===== config.mk =====
export PLATFORM = sky130hd
export DESIGN_NAME = cam_ctrl_top
export DESIGN_NICKNAME = d
export VERILOG_FILES = /design/src/hw/cam_init_pkg.sv /design/src/hw/reg_wr_if.sv /design/src/hw/cam_rst_sync.sv /design/src/hw/cam_pwup_seq.sv /design/src/hw/reg_wr_master.sv /design/src/hw/cam_ctrl_top.sv
export SDC_FILE = /design/constraint.sdc
export NUM_CORES = 1
export LEC_CHECK = 0
export BUFFER_PORTS_ARGS = -buffer_cell sky130_fd_sc_hd__buf_4
export CORE_MARGIN = 4
export CORE_UTILIZATION = 55
export CTS_CLUSTER_SIZE = 8
export DETAILED_ROUTE_END_ITERATION = 10
export GPL_TIMING_DRIVEN = 1
export PLACE_DENSITY = 0.8
export SLEW_MARGIN = 20
export SYNTH_ARGS = -nofsm -noshare
export SYNTH_HDL_FRONTEND = slang
export SYNTH_SLANG_ARGS = --single-unit

===== constraint.sdc =====
create_clock -name clk_i -period 4.2 [get_ports clk_i]
set_input_delay 0.63 -clock clk_i [delete_from_list [all_inputs] [get_ports clk_i]]
set_output_delay 0.63 -clock clk_i [all_outputs]
set_load 0.02 [all_outputs]

===== src/hw/cam_init_pkg.sv =====
package cam_init_pkg;

  // **************************************************
  // Bus widths
  // **************************************************

  localparam int SENSOR_ADDR_W = 16;
  localparam int SENSOR_DATA_W = 8;
  localparam int CSR_ADDR_W    = 8;
  localparam int CSR_DATA_W    = 32;

  // One sensor register write, address in the upper bits.
  typedef struct packed {
    logic [SENSOR_ADDR_W-1:0] addr;
    logic [SENSOR_DATA_W-1:0] data;
  } sensor_cmd_t;

  // **************************************************
  // Sensor command tables
  // **************************************************

  localparam int INIT_OPS_NUM = 8;
  localparam int MODE_OPS_NUM = 6;

  // Common init sequence.
  localparam sensor_cmd_t INIT_ROM [INIT_OPS_NUM] = '{
    '{16'h0136, 8'h18},  // External clock, integer part.
    '{16'h0137, 8'h00},
    '{16'he000, 8'h00},
    '{16'he07a, 8'h01},
    '{16'h0808, 8'h02},  // MIPI timing, manual mode.
    '{16'h4ae9, 8'h18},
    '{16'h4aea, 8'h08},
    '{16'hf61c, 8'h04}
  };

  // 1080p30 mode.
  localparam sensor_cmd_t MODE_ROM [MODE_OPS_NUM] = '{
    '{16'h0112, 8'h0a},  // RAW10 in and out.
    '{16'h0113, 8'h0a},
    '{16'h0114, 8'h01},  // Two data lanes.
    '{16'h0342, 8'h31},  // Line length.
    '{16'h0343, 8'hc4},
    '{16'h0340, 8'h0b}   // Frame length, high byte.
  };

  // **************************************************
  // Receiver CSR writes
  // **************************************************

  localparam logic [CSR_ADDR_W-1:0] CSR_SLAVE_ADDR_REG = 8'h08;
  localparam logic [CSR_DATA_W-1:0] CSR_SLAVE_ADDR_VAL = 32'h1a;
  localparam logic [CSR_ADDR_W-1:0] CSR_DPHY_RUN_REG   = 8'h04;
  localparam logic [CSR_DATA_W-1:0] CSR_DPHY_RUN_VAL   = 32'h1;

endpackage


===== src/hw/reg_wr_if.sv =====
`timescale 1ns/1ps

// Single register write request with completion pulse.
interface reg_wr_if #(
  parameter type addr_t = logic [15:0],
  parameter type data_t = logic [7:0]
);

  addr_t addr;
  data_t data;
  logic  wr_stb;  // Held while a write is pending.
  logic  done;    // One cycle per completed write.

  modport req (
    output addr,
    output data,
    output wr_stb,
    input  done
  );

  modport srv (
    input  addr,
    input  data,
    input  wr_stb,
    output done
  );

endinterface


===== src/hw/cam_rst_sync.sv =====
`timescale 1ns/1ps

module cam_rst_sync (
  input  logic clk_i,
  input  logic rst_i,
  input  logic rst_req_i,
  output logic rst_stb_o
);

logic req_meta;
logic req_sync;
logic req_sync_d;

always_ff @( posedge clk_i, posedge rst_i )
  if( rst_i )
    begin
      req_meta   <= 1'b0;
      req_sync   <= 1'b0;
      req_sync_d <= 1'b0;
      rst_stb_o  <= 1'b0;
    end
  else
    begin
      req_meta   <= rst_req_i;
      req_sync   <= req_meta;
      req_sync_d <= req_sync;
      rst_stb_o  <= req_sync && !req_sync_d;  // Rising edge only.
    end

a_stb_single : assert property ( @( posedge clk_i ) disable iff ( rst_i )
  rst_stb_o |=> !rst_stb_o );

endmodule


===== src/hw/cam_pwup_seq.sv =====
`timescale 1ns/1ps

module cam_pwup_seq #(
  parameter int CLK_FREQ = 74_250_000
)(
  input  logic   clk_i,
  input  logic   rst_i,
  input  logic   cam_rst_stb_i,
  output logic   cam_pwup_o,
  output logic   init_done_o,
  reg_wr_if.req  sensor_wr,
  reg_wr_if.req  csr_wr
);

localparam int TICKS_100MS = int'( 64'( CLK_FREQ ) / 64'd10 );
localparam int TICKS_150MS = int'( ( 64'( CLK_FREQ ) * 64'd3 ) / 64'd20 );
localparam int CNT_W       = $clog2( TICKS_150MS + 1 );
localparam int INIT_IDX_W  = $clog2( cam_init_pkg::INIT_OPS_NUM );
localparam int MODE_IDX_W  = $clog2( cam_init_pkg::MODE_OPS_NUM );

localparam logic [INIT_IDX_W-1:0] INIT_LAST = INIT_IDX_W'( cam_init_pkg::INIT_OPS_NUM - 1 );
localparam logic [MODE_IDX_W-1:0] MODE_LAST = MODE_IDX_W'( cam_init_pkg::MODE_OPS_NUM - 1 );

logic [CNT_W-1:0]          pwup_cnt;
logic [INIT_IDX_W-1:0]     init_idx;
logic [MODE_IDX_W-1:0]     mode_idx;
logic                      restart;
cam_init_pkg::sensor_cmd_t sensor_cmd;

typedef enum logic [2:0] {
  PWUP_WAIT_S,
  SET_SLAVE_ADDR_S,
  CFG_INIT_S,
  SET_MODE_S,
  RUN_DPHY_S,
  RUN_S
} state_t;

state_t state, next_state;

assign restart = ( state == RUN_S ) && cam_rst_stb_i;

// **************************************************
// Sequencing FSM
// **************************************************

always_ff @( posedge clk_i, posedge rst_i )
  if( rst_i )
    state <= PWUP_WAIT_S;
  else
    state <= next_state;

always_comb
  begin
    next_state = state;
    case( state )
      PWUP_WAIT_S:
        if( pwup_cnt == CNT_W'( TICKS_150MS ) )
          next_state = SET_SLAVE_ADDR_S;
      SET_SLAVE_ADDR_S:
        if( csr_wr.done )
          next_state = CFG_INIT_S;
      CFG_INIT_S:
        if( sensor_wr.done && init_idx == INIT_LAST )
          next_state = SET_MODE_S;
      SET_MODE_S:
        if( sensor_wr.done && mode_idx == MODE_LAST )
          next_state = RUN_DPHY_S;
      RUN_DPHY_S:
        if( csr_wr.done )
          next_state = RUN_S;
      RUN_S:
        if( cam_rst_stb_i )
          next_state = PWUP_WAIT_S;
      default:
        next_state = PWUP_WAIT_S;
    endcase
  end

// **************************************************
// Power-up timer and table indexes
// **************************************************

// Saturates at 150 ms.
always_ff @( posedge clk_i, posedge rst_i )
  if( rst_i )
    pwup_cnt <= '0;
  else if( restart )
    pwup_cnt <= '0;
  else if( pwup_cnt < CNT_W'( TICKS_150MS ) )
    pwup_cnt <= pwup_cnt + 1'b1;

always_ff @( posedge clk_i, posedge rst_i )
  if( rst_i )
    init_idx <= '0;
  else if( restart )
    init_idx <= '0;
  else if( state == CFG_INIT_S && sensor_wr.done )
    init_idx <= ( init_idx == INIT_LAST ) ? '0 : init_idx + 1'b1;

always_ff @( posedge clk_i, posedge rst_i )
  if( rst_i )
    mode_idx <= '0;
  else if( restart )
    mode_idx <= '0;
  else if( state == SET_MODE_S && sensor_wr.done )
    mode_idx <= ( mode_idx == MODE_LAST ) ? '0 : mode_idx + 1'b1;

// **************************************************
// Write requests
// **************************************************

always_comb
  case( state )
    CFG_INIT_S: sensor_cmd = cam_init_pkg::INIT_ROM[init_idx];
    SET_MODE_S: sensor_cmd = cam_init_pkg::MODE_ROM[mode_idx];
    default:    sensor_cmd = '0;
  endcase

assign sensor_wr.addr   = sensor_cmd.addr;
assign sensor_wr.data   = sensor_cmd.data;
assign sensor_wr.wr_stb = ( state == CFG_INIT_S ) || ( state == SET_MODE_S );

always_comb
  case( state )
    SET_SLAVE_ADDR_S:
      begin
        csr_wr.addr = cam_init_pkg::CSR_SLAVE_ADDR_REG;
        csr_wr.data = cam_init_pkg::CSR_SLAVE_ADDR_VAL;
      end
    RUN_DPHY_S:
      begin
        csr_wr.addr = cam_init_pkg::CSR_DPHY_RUN_REG;
        csr_wr.data = cam_init_pkg::CSR_DPHY_RUN_VAL;
      end
    default:
      begin
        csr_wr.addr = '0;
        csr_wr.data = '0;
      end
  endcase

assign csr_wr.wr_stb = ( state == SET_SLAVE_ADDR_S ) || ( state == RUN_DPHY_S );

assign init_done_o = ( state == RUN_S );
assign cam_pwup_o  = ( pwup_cnt >= CNT_W'( TICKS_100MS ) );

// Only one bus is busy at a time.
a_one_bus : assert property ( @( posedge clk_i ) disable iff ( rst_i )
  !( sensor_wr.wr_stb && csr_wr.wr_stb ) );

a_sensor_hold : assert property ( @( posedge clk_i ) disable iff ( rst_i )
  sensor_wr.wr_stb && !sensor_wr.done |=> $stable( sensor_wr.addr ) );

a_csr_hold : assert property ( @( posedge clk_i ) disable iff ( rst_i )
  csr_wr.wr_stb && !csr_wr.done |=> $stable( csr_wr.addr ) );

endmodule


===== src/hw/reg_wr_master.sv =====
`timescale 1ns/1ps

module reg_wr_master #(
  parameter type addr_t = logic [7:0],
  parameter type data_t = logic [31:0]
)(
  input  logic  clk_i,
  input  logic  rst_i,
  reg_wr_if.srv req,
  output addr_t awaddr_o,
  output logic  awvalid_o,
  input  logic  awready_i,
  output data_t wdata_o,
  output logic  wvalid_o,
  input  logic  wready_i,
  input  logic  bvalid_i,
  output logic  bready_o
);

logic  aw_busy;
logic  w_busy;
logic  b_busy;
logic  idle;
logic  start;
logic  aw_hs;
logic  w_hs;
logic  both_acc;
addr_t addr_q;
data_t data_q;

assign idle  = !aw_busy && !w_busy && !b_busy;
assign start = idle && req.wr_stb;

assign aw_hs = aw_busy && awready_i;
assign w_hs  = w_busy && wready_i;

// Last outstanding channel is accepted this cycle.
assign both_acc = ( aw_busy || w_busy ) &&
                  ( !aw_busy || awready_i ) &&
                  ( !w_busy  || wready_i  );

// **************************************************
// Request latch
// **************************************************

always_ff @( posedge clk_i )
  if( start )
    begin
      addr_q <= req.addr;
      data_q <= req.data;
    end

// **************************************************
// AXI4-Lite write channels
// **************************************************

always_ff @( posedge clk_i, posedge rst_i )
  if( rst_i )
    aw_busy <= 1'b0;
  else if( start )
    aw_busy <= 1'b1;
  else if( aw_hs )
    aw_busy <= 1'b0;

always_ff @( posedge clk_i, posedge rst_i )
  if( rst_i )
    w_busy <= 1'b0;
  else if( start )
    w_busy <= 1'b1;
  else if( w_hs )
    w_busy <= 1'b0;

// Response phase.
always_ff @( posedge clk_i, posedge rst_i )
  if( rst_i )
    b_busy <= 1'b0;
  else if( both_acc )
    b_busy <= 1'b1;
  else if( req.done )
    b_busy <= 1'b0;

assign awaddr_o  = addr_q;
assign awvalid_o = aw_busy;
assign wdata_o   = data_q;
assign wvalid_o  = w_busy;
assign bready_o  = b_busy;
assign req.done  = b_busy && bvalid_i;  // Write response accepted.

a_aw_stable : assert property ( @( posedge clk_i ) disable iff ( rst_i )
  awvalid_o && !awready_i |=> awvalid_o && $stable( awaddr_o ) );

a_w_stable : assert property ( @( posedge clk_i ) disable iff ( rst_i )
  wvalid_o && !wready_i |=> wvalid_o && $stable( wdata_o ) );

endmodule


===== src/hw/cam_ctrl_top.sv =====
`timescale 1ns/1ps

module cam_ctrl_top #(
  parameter int CLK_FREQ = 74_250_000
)(
  input  logic                                    clk_i,
  input  logic                                    rst_i,
  input  logic                                    cam_rst_req_i,
  output logic                                    cam_pwup_o,
  output logic                                    init_done_o,
  // Sensor register bus.
  output logic [cam_init_pkg::SENSOR_ADDR_W-1:0]  sensor_awaddr_o,
  output logic                                    sensor_awvalid_o,
  input  logic                                    sensor_awready_i,
  output logic [cam_init_pkg::SENSOR_DATA_W-1:0]  sensor_wdata_o,
  output logic                                    sensor_wvalid_o,
  input  logic                                    sensor_wready_i,
  input  logic                                    sensor_bvalid_i,
  output logic                                    sensor_bready_o,
  // Receiver CSR bus.
  output logic [cam_init_pkg::CSR_ADDR_W-1:0]     csr_awaddr_o,
  output logic                                    csr_awvalid_o,
  input  logic                                    csr_awready_i,
  output logic [cam_init_pkg::CSR_DATA_W-1:0]     csr_wdata_o,
  output logic                                    csr_wvalid_o,
  input  logic                                    csr_wready_i,
  input  logic                                    csr_bvalid_i,
  output logic                                    csr_bready_o
);

logic cam_rst_stb;

reg_wr_if #(
  .addr_t ( logic [cam_init_pkg::SENSOR_ADDR_W-1:0] ),
  .data_t ( logic [cam_init_pkg::SENSOR_DATA_W-1:0] )
) sensor_wr ();

reg_wr_if #(
  .addr_t ( logic [cam_init_pkg::CSR_ADDR_W-1:0] ),
  .data_t ( logic [cam_init_pkg::CSR_DATA_W-1:0] )
) csr_wr ();

cam_rst_sync u_rst_sync (
  .clk_i     ( clk_i         ),
  .rst_i     ( rst_i         ),
  .rst_req_i ( cam_rst_req_i ),
  .rst_stb_o ( cam_rst_stb   )
);

cam_pwup_seq #(
  .CLK_FREQ      ( CLK_FREQ        )
) u_pwup_seq (
  .clk_i         ( clk_i           ),
  .rst_i         ( rst_i           ),
  .cam_rst_stb_i ( cam_rst_stb     ),
  .cam_pwup_o    ( cam_pwup_o      ),
  .init_done_o   ( init_done_o     ),
  .sensor_wr     ( sensor_wr.req   ),
  .csr_wr        ( csr_wr.req      )
);

reg_wr_master #(
  .addr_t    ( logic [cam_init_pkg::SENSOR_ADDR_W-1:0] ),
  .data_t    ( logic [cam_init_pkg::SENSOR_DATA_W-1:0] )
) u_sensor_master (
  .clk_i     ( clk_i            ),
  .rst_i     ( rst_i            ),
  .req       ( sensor_wr.srv    ),
  .awaddr_o  ( sensor_awaddr_o  ),
  .awvalid_o ( sensor_awvalid_o ),
  .awready_i ( sensor_awready_i ),
  .wdata_o   ( sensor_wdata_o   ),
  .wvalid_o  ( sensor_wvalid_o  ),
  .wready_i  ( sensor_wready_i  ),
  .bvalid_i  ( sensor_bvalid_i  ),
  .bready_o  ( sensor_bready_o  )
);

reg_wr_master #(
  .addr_t    ( logic [cam_init_pkg::CSR_ADDR_W-1:0] ),
  .data_t    ( logic [cam_init_pkg::CSR_DATA_W-1:0] )
) u_csr_master (
  .clk_i     ( clk_i         ),
  .rst_i     ( rst_i         ),
  .req       ( csr_wr.srv    ),
  .awaddr_o  ( csr_awaddr_o  ),
  .awvalid_o ( csr_awvalid_o ),
  .awready_i ( csr_awready_i ),
  .wdata_o   ( csr_wdata_o   ),
  .wvalid_o  ( csr_wvalid_o  ),
  .wready_i  ( csr_wready_i  ),
  .bvalid_i  ( csr_bvalid_i  ),
  .bready_o  ( csr_bready_o  )
);

endmodule


-- Word-level counts from Yosys, hierarchy flattened
Memories as Yosys holds them, arrays and structs flattened.
Index checks and enable logic that the tools add are counted.
- output and inout port bits: 72
- register bits: 107
- memories: 2
- input bits: 9
- word-level logic and storage cells: 125
- bits in read-only memories: 384
- $lt $le $gt $ge: 4
- bitwise operators: 2
- $add $sub $neg: 3
- reductions and logical operators: 48
- mux-type cells: 34
- eq/ne operators: 14
- memories (name ; words ; width ; read ports ; clocked after Yosys merged registers in ; wr ports ; RTL line ; source):
    (name not given) ; 8 ; 24 ; 1 ; 0 ; 0 ; cam_pwup_seq.sv:115 ; CFG_INIT_S: sensor_cmd = cam_init_pkg::INIT_ROM[init_idx];
    (name not given) ; 8 ; 24 ; 1 ; 0 ; 0 ; cam_pwup_seq.sv:116 ; SET_MODE_S: sensor_cmd = cam_init_pkg::MODE_ROM[mode_idx];
- operators by type and width (cell ; number):
    2-to-1 mux 24 bit ; 6
    one-hot mux 24 bit (2 select lines) ; 1
    2-to-1 mux 3 bit ; 12
    adder 24 x 1 -> 24 bit, second input constant ; 1
    equality test 24 bit, second input constant ; 1
    >= comparator 24 x 23 -> 1 bit, second input constant ; 1
    less-than comparator 24 bit, second input constant ; 1
    logical AND 1 bit ; 22
    one-hot mux 3 bit (6 select lines) ; 1
    nonzero test 2 bit ; 9
    equality test 3 bit, second input constant ; 4
    2-to-1 mux 1 bit ; 12
    one-hot mux 5 bit (2 select lines) ; 1
    >= comparator 4 bit, second input constant ; 2
    logical OR 1 bit ; 8
    != test 2 x 1 -> 1 bit, second input constant ; 4
    inverter 3 -> 4 bit ; 2
    one-hot mux 4 bit (2 select lines) ; 1
    logical NOT 1 bit ; 7
    adder 3 x 1 -> 3 bit, second input constant ; 2
    equality test 3 x 2 -> 1 bit, second input constant ; 2
    AND reduction 6 bit ; 1
    != test 2 bit, second input constant ; 2
    equality test 3 x 1 -> 1 bit, second input constant ; 1
    logical NOT 3 bit ; 1

-- Longest topological paths before layout
Gate-level depths: netlist of the first run.
- depth after elaboration: 5
- gate-level depth with buffers: 8
- mapped depth without buffers: 6

-- Cells and area by module
Synthesis of the first run repeated with hierarchy kept, for this count alone.
- cells, all modules: 448
- area, all modules: 5193.7 um^2
- modules (own cells, without submodules) (module ; seq. area each (um^2) ; cells an instance ; area an instance (um^2) ; times used):
    cam_pwup_seq ; 825.8 ; 352 ; 2846.5 ; 1
    reg_wr_master at u_csr_master ; 1276.2 ; 53 ; 1355.0 ; 1
    reg_wr_master at u_sensor_master ; 795.8 ; 37 ; 874.6 ; 1
    cam_rst_sync ; 100.1 ; 6 ; 117.6 ; 1

-- Worst setup path before layout of the first run
Ideal clock, no wire load.
- path kind: reg-to-reg
- start point: register u_pwup_seq.state[2]
- end point: register u_sensor_master.addr_q, in the netlist u_sensor_master.awaddr_o[0], enable pin
- period minus slack after synthesis: 3.300 ns
- stages on the path, launching flop included: 4
- setup time: 0.458 ns
- slack: 0.900 ns
- arrival time: 2.842 ns
- path buffers: 1
- required time: 3.742 ns
- cell sequence: dfrtp_1 -> nand2b_1 -> clkbuf_1 -> nor4_1
- word-level cells in the longest chain between the ends: 3
- elaborated cells on any way between the ends: 4
- those cells by class: eq/ne: 2; reduce/logical: 2
- RTL lines (what ; RTL line ; source):
    from (decl) ; cam_pwup_seq.sv:39 ; state_t state, next_state;
    from (signal assigned) ; cam_pwup_seq.sv:51 ; state <= next_state;
    equality test 3 x 2 -> 1 bit ; cam_pwup_seq.sv:122 ; assign sensor_wr.wr_stb = ( state == CFG_INIT_S ) || ( state == SET_MODE_S );
    logical OR 1 bit * ; cam_pwup_seq.sv:122 ;
    logical AND 1 bit * ; reg_wr_master.sv:32 ; assign start = idle && req.wr_stb;
    net u_sensor_master.start ; reg_wr_master.sv:24 ; logic start;
    to (signal assigned) ; reg_wr_master.sv:49 ; addr_q <= req.addr;
    to (decl) ; reg_wr_master.sv:28 ; addr_t addr_q;
Mark *: on every way through the listed nets, which the timed path passes. The rest lies on a longest branch.
A chain may end at the register's enable or synchronous reset.

-- Worst setup path after layout of the first run
- start point: register u_pwup_seq.pwup_cnt[5]
- end point: output cam_pwup_o
- word-level cells in the longest chain between the ends: 1
- RTL lines (what ; RTL line ; source):
    from (decl) ; cam_pwup_seq.sv:24 ; logic [CNT_W-1:0] pwup_cnt;
    from (signal assigned) ; cam_pwup_seq.sv:91 ; pwup_cnt <= pwup_cnt + 1'b1;
    >= comparator 24 x 23 -> 1 bit ; cam_pwup_seq.sv:146 ; assign cam_pwup_o = ( pwup_cnt >= CNT_W'( TICKS_100MS ) );
    to (decl) ; cam_ctrl_top.sv:9 ; output logic cam_pwup_o,
Every way passes these cells.

==> results of run 1 <==
==> metrics by stage <==
step | setup WS (ns) | instances | total power, mW | util (%)
after floorplan | 0.900 | 443 | 1.60 | -
after global placement | 1.84 | 527 | 1.78 | 60.1
after detailed placement | 1.81 | 527 | 1.82 | 60.1
after CTS | 1.44 | 543 | 2.47 | 63.7
after global routing | 1.28 | 543 | 2.60 | 63.7
final | 1.43 | 543 | 2.46 | 63.7
==> worst paths after layout <==
path	slack, ns	to	cells past startpoint	start
max	1.43	cam_pwup_o	6	u_pwup_seq.pwup_cnt[5]
min	0.36	u_rst_sync.req_sync	0	u_rst_sync.req_meta
min in group asynchronous	0.42	u_pwup_seq.pwup_cnt[15]	3	rst_i
max in group asynchronous	3.41	u_sensor_master.awvalid_o	3	rst_i
max reg2reg	1.73	u_pwup_seq.pwup_cnt[21]	5	u_pwup_seq.pwup_cnt[2]
min reg2reg	0.36	u_rst_sync.req_sync	0	u_rst_sync.req_meta
==> synth_stat cells, types with 3 or more instances <==
cell type                  count
sky130_fd_sc_hd__o21a_1        3
sky130_fd_sc_hd__a211oi_1      3
sky130_fd_sc_hd__or2_2         3
sky130_fd_sc_hd__nand2_1      40
sky130_fd_sc_hd__o31ai_1       8
sky130_fd_sc_hd__and2_1        6
sky130_fd_sc_hd__nand3_1      14
sky130_fd_sc_hd__o21ai_1       6
sky130_fd_sc_hd__nor2_1       29
sky130_fd_sc_hd__buf_4        41
sky130_fd_sc_hd__a21o_1        3
sky130_fd_sc_hd__xor2_1        3
sky130_fd_sc_hd__ha_1         15
sky130_fd_sc_hd__o22ai_1       4
sky130_fd_sc_hd__a21oi_1      26
sky130_fd_sc_hd__dfrtp_1      43
sky130_fd_sc_hd__o21ai_0      10
sky130_fd_sc_hd__or4_1        15
sky130_fd_sc_hd__nor2b_1       5
sky130_fd_sc_hd__nor4_1        6
sky130_fd_sc_hd__inv_1        18
sky130_fd_sc_hd__o211ai_1      9
sky130_fd_sc_hd__and3_1        5
sky130_fd_sc_hd__nand2b_1      5
sky130_fd_sc_hd__edfxtp_1     23
sky130_fd_sc_hd__clkbuf_1     12
sky130_fd_sc_hd__nand4_1       6
sky130_fd_sc_hd__buf_2         3
sky130_fd_sc_hd__mux2i_1       5
==> worst register-to-register path, stage by stage (launching register included) <==
cell	delay, ns
sky130_fd_sc_hd__dfrtp_1	0.42
sky130_fd_sc_hd__nand3_1	0.21
sky130_fd_sc_hd__nor4_1	0.85
sky130_fd_sc_hd__nand4_1	0.33
sky130_fd_sc_hd__or4_1	0.53
sky130_fd_sc_hd__nand2_1	0.08
==> cell families after synthesis <==
group,Yosys count
AOI/OAI and AO/OA,92
xor gates and xnor gates,4
adders and majority gates,15
buffers and inverters,79
DFF,66
muxes,5
other,1
and+or+nand+nor,148
==> registers in the layout, indices dropped and copies added, names as in the netlist, 3 cells and up <==
register	flops
u_pwup_seq.pwup_cnt	24
u_pwup_seq.init_idx	3
u_pwup_seq.mode_idx	3
u_sensor_master.wdata_o	7
u_sensor_master.awaddr_o	14
u_pwup_seq.state	3
==> power breakdown <==
part	total (mW)	switching (mW)	internal, mW
Combinational	0.814	0.495	0.319
Clock	0.649	0.252	0.396
Sequential	0.998	0.164	0.834
==> routing by layer <==
layer | wire length (um) | share of wire [%] | vias up | track usage [%]
li1 | - | - | 1462 | -
met1 | 3230 | 41 | 1436 | 21.3
met2 | 3940 | 50 | 98 | 32.1
met3 | 423 | 5.4 | 21 | 3.20
met4 | 229 | 2.9 | 0 | 10.3
met5 | 0 | 0 | - | 0
==> area by class of cell <==
class,count,area [sq um]
clock buffer,10,128
fill,573,2480
inverter,19,71.3
sequential,66,1770
clock inverter,6,115
tap,96,120
multi-input combinational,298,1790
timing repair buffer,48,360
==> impl_results.html, run 1 <==
<table>
<tr><th>Metric</th><th>Value</th></tr>
<tr><th colspan="2">Layout</th></tr>
<tr><td>Area growth, synth to finish</td><td>11.7%</td></tr>
<tr><td>Final std cell area, no fill</td><td>0.00435 sq mm</td></tr>
<tr><td>Most common library cell in the layout ignoring fill and taps</td><td>sky130_fd_sc_hd__buf_4</td></tr>
<tr><td>Highest-count cells in the layout ignoring fill and taps</td><td>sky130_fd_sc_hd__buf_4, sky130_fd_sc_hd__dfrtp_1, sky130_fd_sc_hd__nand2_1</td></tr>
<tr><td>Layout cells sized above 1</td><td>16.1%</td></tr>
<tr><td>Fin nets</td><td>466</td></tr>
<tr><td>Number of diodes added for antenna fixing</td><td>0</td></tr>
<tr><th colspan="2">Die</th></tr>
<tr><td>Number of cell rows</td><td>30</td></tr>
<tr><td>I/O pin count</td><td>81</td></tr>
<tr><td>Starting density of the core</td><td>57.0%</td></tr>
<tr><td>Horiz. Die Dim</td><td>92.2 um</td></tr>
<tr><td>Overall die area</td><td>0.00849 sq mm</td></tr>
<tr><td>Placeable core region</td><td>0.00683 sq mm</td></tr>
<tr><td>DIE HEIGHT</td><td>92.2 um</td></tr>
<tr><th colspan="2">Drt</th></tr>
<tr><td>Initial DRC count</td><td>108</td></tr>
<tr><td>Antenna Violating Nets Remaining</td><td>0</td></tr>
<tr><td>Number of search-and-repair iterations in the first detailed-routing pass</td><td>5</td></tr>
<tr><td>Total Routed Length</td><td>7820 um</td></tr>
<tr><td>Total number of vias</td><td>3017</td></tr>
<tr><td>Vias per std cell</td><td>5.56</td></tr>
<tr><td>Number of remaining DRC errors</td><td>0</td></tr>
<tr><td>Drt wl/cell</td><td>14.4 um</td></tr>
<tr><th colspan="2">Timing</th></tr>
<tr><td>RSZ-0062 raised after global routing</td><td>no</td></tr>
<tr><td>Highest attainable clock frequency</td><td>361 MHz</td></tr>
<tr><td>Final sum of negative setup slack</td><td>0 ns</td></tr>
<tr><td>Final worst clock skew</td><td>0.00985 ns</td></tr>
<tr><td>Final setup violation count</td><td>0</td></tr>
<tr><td>Worst-margin pin slew</td><td>0.988 ns</td></tr>
<tr><td>Final min period</td><td>2.77 ns</td></tr>
<tr><td>Ratio of final minimum period to clock period</td><td>66.0%</td></tr>
<tr><td>Worst hold slack</td><td>0.358 ns</td></tr>
<tr><td>Final count of hold timing violations</td><td>0</td></tr>
<tr><td>Max-slew violation total from the final report</td><td>0</td></tr>
<tr><td>Rel. slew slack</td><td>34.1%</td></tr>
<tr><th colspan="2">Synthesis</th></tr>
<tr><td>Sequential share of the synthesized area</td><td>45.3%</td></tr>
<tr><td>Synth cell types</td><td>58</td></tr>
<tr><td>Largest area contributor in the synthesized netlist</td><td>sky130_fd_sc_hd__dfrtp_1</td></tr>
<tr><td>Flip-flop and latch count after synthesis</td><td>66</td></tr>
<tr><td>Synthesized instance count</td><td>410</td></tr>
<tr><td>Top-area cell type share of the netlist area</td><td>27.6%</td></tr>
<tr><td>Top FF cell, synth</td><td>sky130_fd_sc_hd__dfrtp_1</td></tr>
<tr><td>Compound-Gate Fraction of Synth Area</td><td>15.8%</td></tr>
<tr><td>Number of synthesized flops with an enable pin</td><td>23</td></tr>
<tr><td>Post-Synth Adder-Cell Area</td><td>4.82%</td></tr>
<tr><td>Combinational family with the most area after synthesis</td><td>simple AND/OR/NAND/NOR gates</td></tr>
<tr><td>Portion of netlist area occupied by mux cells</td><td>1.28%</td></tr>
<tr><td>Per-instance average area after synthesis</td><td>9.50 sq um</td></tr>
<tr><td>Async S/R FF share, synth</td><td>65.2%</td></tr>
<tr><td>Synth Cell Area</td><td>0.00390 sq mm</td></tr>
<tr><td>Number of warnings reported in the yosys synthesis log</td><td>0</td></tr>
<tr><td>Post-Synth Simple-Gate Area</td><td>19.7%</td></tr>
<tr><td>Top post-synthesis cells by area</td><td>sky130_fd_sc_hd__dfrtp_1, sky130_fd_sc_hd__edfxtp_1, sky130_fd_sc_hd__buf_4</td></tr>
<tr><td>Xor/xnor share of the synthesized area</td><td>0.899%</td></tr>
<tr><th colspan="2">CTS</th></tr>
<tr><td>Clock sink count</td><td>66</td></tr>
<tr><td>H-tree depth reported by CTS</td><td>3</td></tr>
<tr><td>CTS Hold Bufs</td><td>0</td></tr>
<tr><td>Clk Latency, worst-skew pair</td><td>0.35 ns</td></tr>
<tr><td>CTS tree</td><td>yes</td></tr>
<tr><td>Buffer count from post-CTS setup fixing</td><td>0</td></tr>
<tr><td>Root buffer cell</td><td>sky130_fd_sc_hd__clkbuf_8</td></tr>
<tr><td>CTS max path bufs</td><td>2</td></tr>
<tr><td>Clock Pin Slew Worst Setup and Hold Paths</td><td>0.07 ns</td></tr>
<tr><td>Resize count post-CTS</td><td>0</td></tr>
<tr><td>Inserted Clock Buffers</td><td>9</td></tr>
<tr><th colspan="2">Run status</th></tr>
<tr><td>Status</td><td>finished clean</td></tr>
<tr><th colspan="2">Global routing</th></tr>
<tr><td>First-pass GRT wire length</td><td>12600 um</td></tr>
<tr><td>Vias in the first global route</td><td>2815</td></tr>
<tr><td>Antenna violations before repair</td><td>0</td></tr>
<tr><td>Maximum number of pins on one net before global-route repair</td><td>44</td></tr>
<tr><td>GRT Overall Usage</td><td>18.4%</td></tr>
<tr><td>GRT Residual Overflow</td><td>0</td></tr>
<tr><th colspan="2">Placement</th></tr>
<tr><td>Number of port buffers</td><td>46</td></tr>
<tr><td>Placer congestion estimate</td><td>0.877</td></tr>
<tr><td>Placement-stage cell area</td><td>0.00411 sq mm</td></tr>
<tr><td>HPWL after detailed placement</td><td>5440 um</td></tr>
<tr><th colspan="2">Run</th></tr>
<tr><td>Count of maximum capacitance violations</td><td>0</td></tr>
<tr><th colspan="2">Worst hold path</th></tr>
<tr><td>Class of the worst hold path</td><td>register to register</td></tr>
<tr><th colspan="2">Setup path</th></tr>
<tr><td>Crit path required time</td><td>3.57 ns</td></tr>
<tr><td>Critical Path Max Stage Delay</td><td>0.48 ns</td></tr>
<tr><td>Crit Path Class</td><td>register to primary output</td></tr>
<tr><td>Ordered list of cells on the worst path</td><td>and4_1 &gt; nand2_1 &gt; o41ai_1 &gt; a2111oi_0 &gt; o21bai_1 &gt; buf_4</td></tr>
<tr><td>Max FO, Critical Path</td><td>8</td></tr>
<tr><td>Critical Path Slowest Stage Cell</td><td>sky130_fd_sc_hd__o41ai_1</td></tr>
<tr><td>Arrival @ worst endpoint</td><td>2.14 ns</td></tr>
<tr><td>Endpoint kind of the worst setup timing path</td><td>primary output</td></tr>
<tr><td>Bufs and invs on worst path</td><td>1</td></tr>
<tr><td>Family of cells with the greatest summed delay on the critical path</td><td>compound AO/OA/AOI/OAI gates</td></tr>
<tr><td>Nature of the critical path startpoint</td><td>register</td></tr>
<tr><th colspan="2">Power and ir drop</th></tr>
<tr><td>Cell area power density</td><td>566 mW/mm^2</td></tr>
<tr><td>Leak</td><td>1.90 nW</td></tr>
<tr><td>Worst supply voltage drop on vdd</td><td>0.305 mV</td></tr>
</table>
Power figures use the tool's default switching activity.
==> inputs of run 2 (changes only) <==
==> constraint.sdc (replaced) <==
create_clock -name clk_i -period 2.7 [get_ports clk_i]
set_input_delay 0.405 -clock clk_i [delete_from_list [all_inputs] [get_ports clk_i]]
set_output_delay 0.405 -clock clk_i [all_outputs]
set_load 0.02 [all_outputs]
==> impl_results.html, run 2 (synthesis gave the netlist of run 1 again) <==
<table>
<tr><th>Metric</th><th>Value</th></tr>
<tr><th colspan="2">Worst hold path</th></tr>
<tr><td>Class of the worst hold path</td><td>input pin to register</td></tr>
<tr><td>Hold Path Stages</td><td>1 (+1)</td></tr>
<tr><th colspan="2">Layout</th></tr>
<tr><td>Most common library cell in the layout ignoring fill and taps</td><td>sky130_fd_sc_hd__buf_4</td></tr>
<tr><td>Number of standard cells in the final layout excluding fillers</td><td>549 (+1.1%)</td></tr>
<tr><td>Area growth, synth to finish</td><td>12.6%</td></tr>
<tr><td>Fin nets</td><td>472 (+1.3%)</td></tr>
<tr><td>Flip-flop count of the largest register, all copies and words added</td><td>24 (unchanged)</td></tr>
<tr><td>Highest-count cells in the layout ignoring fill and taps</td><td>sky130_fd_sc_hd__buf_4, sky130_fd_sc_hd__dfrtp_1, sky130_fd_sc_hd__nand2_1</td></tr>
<tr><td>Number of diodes added for antenna fixing</td><td>0 (unchanged)</td></tr>
<tr><td>Layout cells sized above 1</td><td>17.4% (+1.3 points)</td></tr>
<tr><td>Reg with most FFs</td><td>u_pwup_seq.pwup_cnt</td></tr>
<tr><th colspan="2">Drt</th></tr>
<tr><td>Drt wl/cell</td><td>14.0 um (-2.6%)</td></tr>
<tr><td>Number of search-and-repair iterations in the first detailed-routing pass</td><td>4 (-1)</td></tr>
<tr><td>Vias per std cell</td><td>5.54 (-0.27%)</td></tr>
<tr><td>Total number of vias</td><td>3042 (+0.83%)</td></tr>
<tr><td>Antenna Violating Nets Remaining</td><td>0 (unchanged)</td></tr>
<tr><td>Number of remaining DRC errors</td><td>0 (unchanged)</td></tr>
<tr><td>Initial DRC count</td><td>153 (+42%)</td></tr>
<tr><td>Total Routed Length</td><td>7700 um (-1.5%)</td></tr>
<tr><th colspan="2">Global routing</th></tr>
<tr><td>Maximum number of pins on one net before global-route repair</td><td>44 (unchanged)</td></tr>
<tr><td>GRT Residual Overflow</td><td>0 (unchanged)</td></tr>
<tr><td>Antenna violations before repair</td><td>0 (unchanged)</td></tr>
<tr><td>Vias in the first global route</td><td>2723 (-3.3%)</td></tr>
<tr><td>First-pass GRT wire length</td><td>12400 um (-2.1%)</td></tr>
<tr><td>GRT Overall Usage</td><td>18.1% (-0.30 points)</td></tr>
<tr><th colspan="2">Setup path</th></tr>
<tr><td>Crit path required time</td><td>2.30 ns (-1.27 ns)</td></tr>
<tr><td>Critical Path End</td><td>cam_pwup_o</td></tr>
<tr><td>Critical Path Max Stage Delay</td><td>0.46 ns (-0.02 ns)</td></tr>
<tr><td>Setup slack of the most critical reg-to-reg path</td><td>0.29 ns (-1.44 ns)</td></tr>
<tr><td>Startpoint of the worst-slack reg-to-reg timing path</td><td>u_pwup_seq.pwup_cnt[9]</td></tr>
<tr><td>Max FO, Critical Path</td><td>8 (unchanged)</td></tr>
<tr><td>Logic depth of the worst register-to-register path</td><td>5 (unchanged)</td></tr>
<tr><td>Arrival @ worst endpoint</td><td>2.07 ns (-0.07 ns)</td></tr>
<tr><td>Crit Path Class</td><td>register to primary output</td></tr>
<tr><td>Worst reg2reg path endpoint</td><td>u_pwup_seq.pwup_cnt[20]</td></tr>
<tr><td>Endpoint kind of the worst setup timing path</td><td>primary output</td></tr>
<tr><td>Nature of the critical path startpoint</td><td>register</td></tr>
<tr><td>Launching element of the worst setup path</td><td>u_pwup_seq.pwup_cnt[11]</td></tr>
<tr><td>Critical Path Slowest Stage Cell</td><td>sky130_fd_sc_hd__dfrtp_1</td></tr>
<tr><td>Ordered list of cells on the worst path</td><td>a211o_1 &gt; a21oi_1 &gt; o41ai_2 &gt; a2111oi_1 &gt; o21bai_1 &gt; buf_4</td></tr>
<tr><th colspan="2">Run status</th></tr>
<tr><td>Status</td><td>finished clean</td></tr>
<tr><th colspan="2">Die</th></tr>
<tr><td>Number of cell rows</td><td>30 (unchanged)</td></tr>
<tr><td>Overall die area</td><td>0.00849 sq mm (unchanged)</td></tr>
<tr><td>DIE HEIGHT</td><td>92.2 um (unchanged)</td></tr>
<tr><td>Starting density of the core</td><td>57.0% (unchanged)</td></tr>
<tr><td>I/O pin count</td><td>81 (unchanged)</td></tr>
<tr><td>Horiz. Die Dim</td><td>92.2 um (unchanged)</td></tr>
<tr><td>Placeable core region</td><td>0.00683 sq mm (unchanged)</td></tr>
<tr><th colspan="2">Timing</th></tr>
<tr><td>Final worst clock skew</td><td>0.00871 ns (-0.00114 ns)</td></tr>
<tr><td>Max-slew violation total from the final report</td><td>0 (unchanged)</td></tr>
<tr><td>Rel. slew slack</td><td>45.1% (+11 points)</td></tr>
<tr><td>Final sum of negative setup slack</td><td>0 ns (unchanged)</td></tr>
<tr><td>RSZ-0062 raised after global routing</td><td>no</td></tr>
<tr><td>Worst-margin pin slew</td><td>0.824 ns (-0.165 ns)</td></tr>
<tr><td>Ratio of final minimum period to clock period</td><td>91.6%</td></tr>
<tr><td>Final setup violation count</td><td>0 (unchanged)</td></tr>
<tr><td>Final count of hold timing violations</td><td>0 (unchanged)</td></tr>
<tr><td>Crit path setup slack, layout</td><td>0.226 ns (-1.20 ns)</td></tr>
<tr><td>Final min period</td><td>2.47 ns</td></tr>
<tr><td>Highest attainable clock frequency</td><td>404 MHz</td></tr>
<tr><th colspan="2">Power and ir drop</th></tr>
<tr><td>Power Total</td><td>3.77 mW (+53%)</td></tr>
<tr><td>Gate power share</td><td>35.1% (+2.0 points)</td></tr>
<tr><td>Switching part of the total</td><td>37.9% (+0.86 points)</td></tr>
<tr><td>Leak</td><td>1.92 nW (+1.3%)</td></tr>
<tr><td>Clock power frac</td><td>24.2% (-2.2 points)</td></tr>
<tr><td>Sw Pwr</td><td>1.43 mW (+57%)</td></tr>
<tr><td>Worst supply voltage drop on vdd</td><td>0.409 mV (+34%)</td></tr>
<tr><td>Cell area power density</td><td>859 mW/mm^2 (+52%)</td></tr>
<tr><td>Internal</td><td>2.34 mW (+51%)</td></tr>
<tr><td>Sequential Power Share</td><td>40.8% (+0.2 points)</td></tr>
<tr><th colspan="2">Placement</th></tr>
<tr><td>Number of port buffers</td><td>46 (unchanged)</td></tr>
<tr><td>HPWL after detailed placement</td><td>5470 um (+0.58%)</td></tr>
<tr><td>Post-placement setup slack</td><td>0.341 ns (-1.47 ns)</td></tr>
<tr><td>Placer congestion estimate</td><td>0.883 (+0.70%)</td></tr>
<tr><td>Placed Cells incl. Taps</td><td>533 (+1.1%)</td></tr>
<tr><th colspan="2">CTS</th></tr>
<tr><td>Clock Pin Slew Worst Setup and Hold Paths</td><td>0.07 ns (about the same)</td></tr>
<tr><td>CTS tree</td><td>yes</td></tr>
<tr><td>H-tree depth reported by CTS</td><td>3 (unchanged)</td></tr>
<tr><td>Buffer count from post-CTS setup fixing</td><td>0 (unchanged)</td></tr>
<tr><td>Inserted Clock Buffers</td><td>9 (unchanged)</td></tr>
<tr><td>Root buffer cell</td><td>sky130_fd_sc_hd__clkbuf_8</td></tr>
<tr><td>Clk Latency, worst-skew pair</td><td>0.35 ns (about the same)</td></tr>
<tr><td>CTS max path bufs</td><td>2 (unchanged)</td></tr>
<tr><td>CTS Hold Bufs</td><td>0 (unchanged)</td></tr>
<tr><td>Clock sink count</td><td>66 (unchanged)</td></tr>
<tr><td>Resize count post-CTS</td><td>0 (unchanged)</td></tr>
<tr><th colspan="2">Run</th></tr>
<tr><td>Count of maximum capacitance violations</td><td>0 (unchanged)</td></tr>
</table>
[run 2: layout make-up]
class	count	area, sq um
Clock buffer	9	124
Clock inverter	7	92.6
Fill cell	555	2440
Inverter	19	71.3
Multi-Input combinational cell	298	1810
Sequential cell	66	1770
Tap cell	96	120
Timing Repair Buffer	54	405
[run 2: how the worst min path moves through the flow]
stage / from / to
2_1_floorplan: u_rst_sync.req_meta / u_rst_sync.req_sync
3_3_place_gp: u_rst_sync.req_meta / u_rst_sync.req_sync
6_report: cam_rst_req_i / u_rst_sync.req_meta
3_5_place_dp: u_rst_sync.req_meta / u_rst_sync.req_sync
5_1_grt: cam_rst_req_i / u_rst_sync.req_meta
4_1_cts: cam_rst_req_i / u_rst_sync.req_meta
[run 2: routing by layer]
| metal | share of wire, % | vias to the layer above | track usage (%) | wire length [um] |
|---|---|---|---|---|
| met5 | 0 | - | 0 | 0 |
| met4 | 2.2 | 0 | 8.04 | 167 |
| met3 | 6.2 | 19 | 4.92 | 475 |
| met2 | 50 | 107 | 30.6 | 3860 |
| met1 | 42 | 1441 | 21.6 | 3200 |
| li1 | - | 1475 | - | - |
[run 2: critical path: cells and delay by family, from the launching register on]
kind,cells,cell delay [ns]
flops,1,0.46
buf+inv,1,0.16
compound gates,5,1.10
[run 2: power by group through the flow]
stage / clock network [mW] / registers [mW] / logic, mW
floorplan: 0 / 1.59 / 0.892
global placement: 0 / 1.54 / 1.28
detailed placement: 0 / 1.55 / 1.31
CTS: 0.922 / 1.53 / 1.32
global route: 0.965 / 1.57 / 1.46
finish: 0.912 / 1.54 / 1.32
[run 2: per-stage QoR]
stage          cell area [sq um]  hold WS [ns]  utilization (%)
6_report                    4390         0.167             64.2
5_1_grt                     4390         0.149             64.2
4_1_cts                     4380         0.151             64.1
3_5_place_dp                4160         0.343             60.9
3_3_place_gp                4160         0.339             60.9
2_1_floorplan               4030         0.331                -
==> inputs of run 3 (changes only) <==
--- a/config.mk
+++ b/config.mk
@@ -7,11 +7,11 @@
 export LEC_CHECK = 0
 export BUFFER_PORTS_ARGS = -buffer_cell sky130_fd_sc_hd__buf_4
 export CORE_MARGIN = 4
-export CORE_UTILIZATION = 55
+export CORE_UTILIZATION = 59
 export CTS_CLUSTER_SIZE = 8
 export DETAILED_ROUTE_END_ITERATION = 10
 export GPL_TIMING_DRIVEN = 1
-export PLACE_DENSITY = 0.8
+export PLACE_DENSITY = 0.85
 export SLEW_MARGIN = 20
 export SYNTH_ARGS = -nofsm -noshare
 export SYNTH_HDL_FRONTEND = slang
==> constraint.sdc (replaced) <==
create_clock -name clk_i -period 2.9 [get_ports clk_i]
set_input_delay 0.435 -clock clk_i [delete_from_list [all_inputs] [get_ports clk_i]]
set_output_delay 0.435 -clock clk_i [all_outputs]
set_load 0.02 [all_outputs]
==> impl_results.html, run 3 (synthesis gave the netlist of run 1 again) <==
<table>
<tr><th>Metric</th><th>Value</th></tr>
<tr><th colspan="2">Run status</th></tr>
<tr><td>Status</td><td>finished clean</td></tr>
<tr><th colspan="2">Timing</th></tr>
<tr><td>Final worst clock skew</td><td>0.0107 ns (+0.00201 ns)</td></tr>
<tr><td>Final min period</td><td>2.53 ns</td></tr>
<tr><td>Final sum of negative setup slack</td><td>0 ns (unchanged)</td></tr>
<tr><td>Rel. slew slack</td><td>43.0% (-2.1 points)</td></tr>
<tr><td>Final setup violation count</td><td>0 (unchanged)</td></tr>
<tr><td>Max-slew violation total from the final report</td><td>0 (unchanged)</td></tr>
<tr><td>RSZ-0062 raised after global routing</td><td>no</td></tr>
<tr><td>Worst-margin pin slew</td><td>0.855 ns (+0.0318 ns)</td></tr>
<tr><td>Highest attainable clock frequency</td><td>396 MHz</td></tr>
<tr><td>Final count of hold timing violations</td><td>0 (unchanged)</td></tr>
<tr><td>Ratio of final minimum period to clock period</td><td>87.1%</td></tr>
<tr><th colspan="2">Global routing</th></tr>
<tr><td>GRT Residual Overflow</td><td>0 (unchanged)</td></tr>
<tr><td>GRT Overall Usage</td><td>20.9% (+2.7 points)</td></tr>
<tr><td>First-pass GRT wire length</td><td>12900 um (+4.1%)</td></tr>
<tr><td>Antenna violations before repair</td><td>0 (unchanged)</td></tr>
<tr><td>Vias in the first global route</td><td>2765 (+1.5%)</td></tr>
<tr><td>Maximum number of pins on one net before global-route repair</td><td>44 (unchanged)</td></tr>
<tr><th colspan="2">Setup path</th></tr>
<tr><td>Crit path required time</td><td>2.47 ns (+0.17 ns)</td></tr>
<tr><td>Ordered list of cells on the worst path</td><td>and4_1 &gt; nand2_1 &gt; o41ai_1 &gt; a2111oi_0 &gt; o21bai_1 &gt; buf_4</td></tr>
<tr><td>Max FO, Critical Path</td><td>8 (unchanged)</td></tr>
<tr><td>Nature of the critical path startpoint</td><td>register</td></tr>
<tr><td>Family of cells with the greatest summed delay on the critical path</td><td>compound AO/OA/AOI/OAI gates</td></tr>
<tr><td>Critical Path Max Stage Delay</td><td>0.47 ns (about the same)</td></tr>
<tr><td>Endpoint kind of the worst setup timing path</td><td>primary output</td></tr>
<tr><td>Arrival @ worst endpoint</td><td>2.09 ns (+0.02 ns)</td></tr>
<tr><td>Crit Path Class</td><td>register to primary output</td></tr>
<tr><td>Bufs and invs on worst path</td><td>1 (unchanged)</td></tr>
<tr><td>Critical Path Slowest Stage Cell</td><td>sky130_fd_sc_hd__dfrtp_1</td></tr>
<tr><th colspan="2">Drt</th></tr>
<tr><td>Drt wl/cell</td><td>15.1 um (+7.8%)</td></tr>
<tr><td>Total Routed Length</td><td>7970 um (+3.5%)</td></tr>
<tr><td>Total number of vias</td><td>3016 (-0.85%)</td></tr>
<tr><td>Antenna Violating Nets Remaining</td><td>0 (unchanged)</td></tr>
<tr><td>Number of remaining DRC errors</td><td>0 (unchanged)</td></tr>
<tr><td>Number of search-and-repair iterations in the first detailed-routing pass</td><td>5 (+1)</td></tr>
<tr><td>Vias per std cell</td><td>5.72 (+3.3%)</td></tr>
<tr><td>Initial DRC count</td><td>141 (-7.8%)</td></tr>
<tr><th colspan="2">Worst hold path</th></tr>
<tr><td>Class of the worst hold path</td><td>input pin to register</td></tr>
<tr><th colspan="2">CTS</th></tr>
<tr><td>H-tree depth reported by CTS</td><td>3 (unchanged)</td></tr>
<tr><td>CTS Hold Bufs</td><td>0 (unchanged)</td></tr>
<tr><td>Clock Pin Slew Worst Setup and Hold Paths</td><td>0.07 ns (about the same)</td></tr>
<tr><td>Resize count post-CTS</td><td>0 (unchanged)</td></tr>
<tr><td>Buffer count from post-CTS setup fixing</td><td>0 (unchanged)</td></tr>
<tr><td>Root buffer cell</td><td>sky130_fd_sc_hd__clkbuf_8</td></tr>
<tr><td>CTS max path bufs</td><td>2 (unchanged)</td></tr>
<tr><td>CTS tree</td><td>yes</td></tr>
<tr><td>Inserted Clock Buffers</td><td>9 (unchanged)</td></tr>
<tr><td>Clk Latency, worst-skew pair</td><td>0.35 ns (about the same)</td></tr>
<tr><td>Clock sink count</td><td>66 (unchanged)</td></tr>
<tr><th colspan="2">Placement</th></tr>
<tr><td>Number of port buffers</td><td>46 (unchanged)</td></tr>
<tr><td>Placer congestion estimate</td><td>0.874 (-1.0%)</td></tr>
<tr><td>HPWL after detailed placement</td><td>5640 um (+3.2%)</td></tr>
<tr><th colspan="2">Power and ir drop</th></tr>
<tr><td>Leak</td><td>1.90 nW (-1.1%)</td></tr>
<tr><td>Worst supply voltage drop on vdd</td><td>0.559 mV (+37%)</td></tr>
<tr><td>Cell area power density</td><td>808 mW/mm^2 (-5.9%)</td></tr>
<tr><th colspan="2">Layout</th></tr>
<tr><td>Number of diodes added for antenna fixing</td><td>0 (unchanged)</td></tr>
<tr><td>Most common library cell in the layout ignoring fill and taps</td><td>sky130_fd_sc_hd__buf_4</td></tr>
<tr><td>Flip-flop count of the largest register, all copies and words added</td><td>24 (unchanged)</td></tr>
<tr><td>Multi-input gate area in the final layout</td><td>0.00180 sq mm (-0.48%)</td></tr>
<tr><td>Final Util</td><td>67.8% (+3.6 points)</td></tr>
<tr><td>Reg with most FFs</td><td>u_pwup_seq.pwup_cnt</td></tr>
<tr><td>Number of fill cells</td><td>508 (-8.5%)</td></tr>
<tr><td>Highest-count cells in the layout ignoring fill and taps</td><td>sky130_fd_sc_hd__buf_4, sky130_fd_sc_hd__dfrtp_1, sky130_fd_sc_hd__nand2_1</td></tr>
<tr><td>Area growth, synth to finish</td><td>11.2%</td></tr>
<tr><td>Register Area</td><td>0.00177 sq mm (unchanged)</td></tr>
<tr><td>Fin nets</td><td>469 (-0.64%)</td></tr>
<tr><td>Layout cells sized above 1</td><td>16.7% (-0.77 points)</td></tr>
<tr><th colspan="2">Die</th></tr>
<tr><td>Placeable core region</td><td>0.00639 sq mm (-6.5%)</td></tr>
<tr><td>Overall die area</td><td>0.00797 sq mm (-6.2%)</td></tr>
<tr><td>Number of cell rows</td><td>29 (-3.3%)</td></tr>
<tr><td>Horiz. Die Dim</td><td>89.3 um (-3.1%)</td></tr>
<tr><td>Starting density of the core</td><td>61.0% (+4.0 points)</td></tr>
<tr><td>I/O pin count</td><td>81 (unchanged)</td></tr>
<tr><td>DIE HEIGHT</td><td>89.3 um (-3.1%)</td></tr>
<tr><th colspan="2">Run</th></tr>
<tr><td>Count of maximum capacitance violations</td><td>0 (unchanged)</td></tr>
</table>
-- run 3: cell type report --
| cell class | instances | area share, % |
|---|---|---|
| repair buffers | 51 | 8.84 |
| clock buffers | 9 | 2.86 |
| flip-flops and latches | 66 | 40.8 |
| well taps | 77 | 2.22 |
| multi-input cells | 298 | 41.5 |
| clock inverters | 7 | 2.14 |
| inverters | 19 | 1.65 |
-- run 3: layer usage --
| layer | routed length [um] | track usage [%] | vias up |
|---|---|---|---|
| li1 | - | - | 1470 |
| met1 | 3350 | 26.0 | 1431 |
| met2 | 4020 | 35.3 | 105 |
| met3 | 501 | 5.16 | 10 |
| met4 | 99 | 7.44 | 0 |
| met5 | 0 | 0 | - |
-- run 3: power by group --
part | switching [mW] | internal [mW] | total, mW
clock network | 0.364 | 0.482 | 0.846
logic | 0.717 | 0.475 | 1.19
registers | 0.252 | 1.21 | 1.46
-- run 3: worst register-to-register path, stage by stage, from the launching register on --
cell	delay (ns)
sky130_fd_sc_hd__dfrtp_1	0.46
sky130_fd_sc_hd__or3_4	0.44
sky130_fd_sc_hd__a311oi_4	0.35
sky130_fd_sc_hd__o2111ai_1	0.39
sky130_fd_sc_hd__or4_1	0.60
sky130_fd_sc_hd__nand2_1	0.08
-- run 3: worst paths after layout --
check / startpoint / to / cells past startpoint / slack, ns
max: u_pwup_seq.pwup_cnt[5] / cam_pwup_o / 6 / 0.37
min: cam_rst_req_i / u_rst_sync.req_meta / 1 / 0.20
max reg2reg: u_pwup_seq.pwup_cnt[9] / u_pwup_seq.pwup_cnt[18] / 5 / 0.52
min reg2reg: u_rst_sync.req_meta / u_rst_sync.req_sync / 0 / 0.35
max in group asynchronous: rst_i / u_pwup_seq.pwup_cnt[13] / 3 / 2.31
min in group asynchronous: rst_i / u_pwup_seq.pwup_cnt[11] / 3 / 0.22
-- run 3: stage by stage --
| stage | total power, mW | area, sq um | cells | worst slack, ns | hold slack (ns) |
|---|---|---|---|---|---|
| after floorplan | 2.31 | 4030 | 443 | 0.536 | 0.331 |
| after global placement | 2.60 | 4120 | 511 | 0.639 | 0.340 |
| after detailed placement | 2.66 | 4120 | 511 | 0.556 | 0.336 |
| after CTS | 3.52 | 4330 | 527 | 0.391 | 0.189 |
| after global routing | 3.74 | 4330 | 527 | 0.235 | 0.181 |
| final | 3.50 | 4330 | 527 | 0.373 | 0.199 |
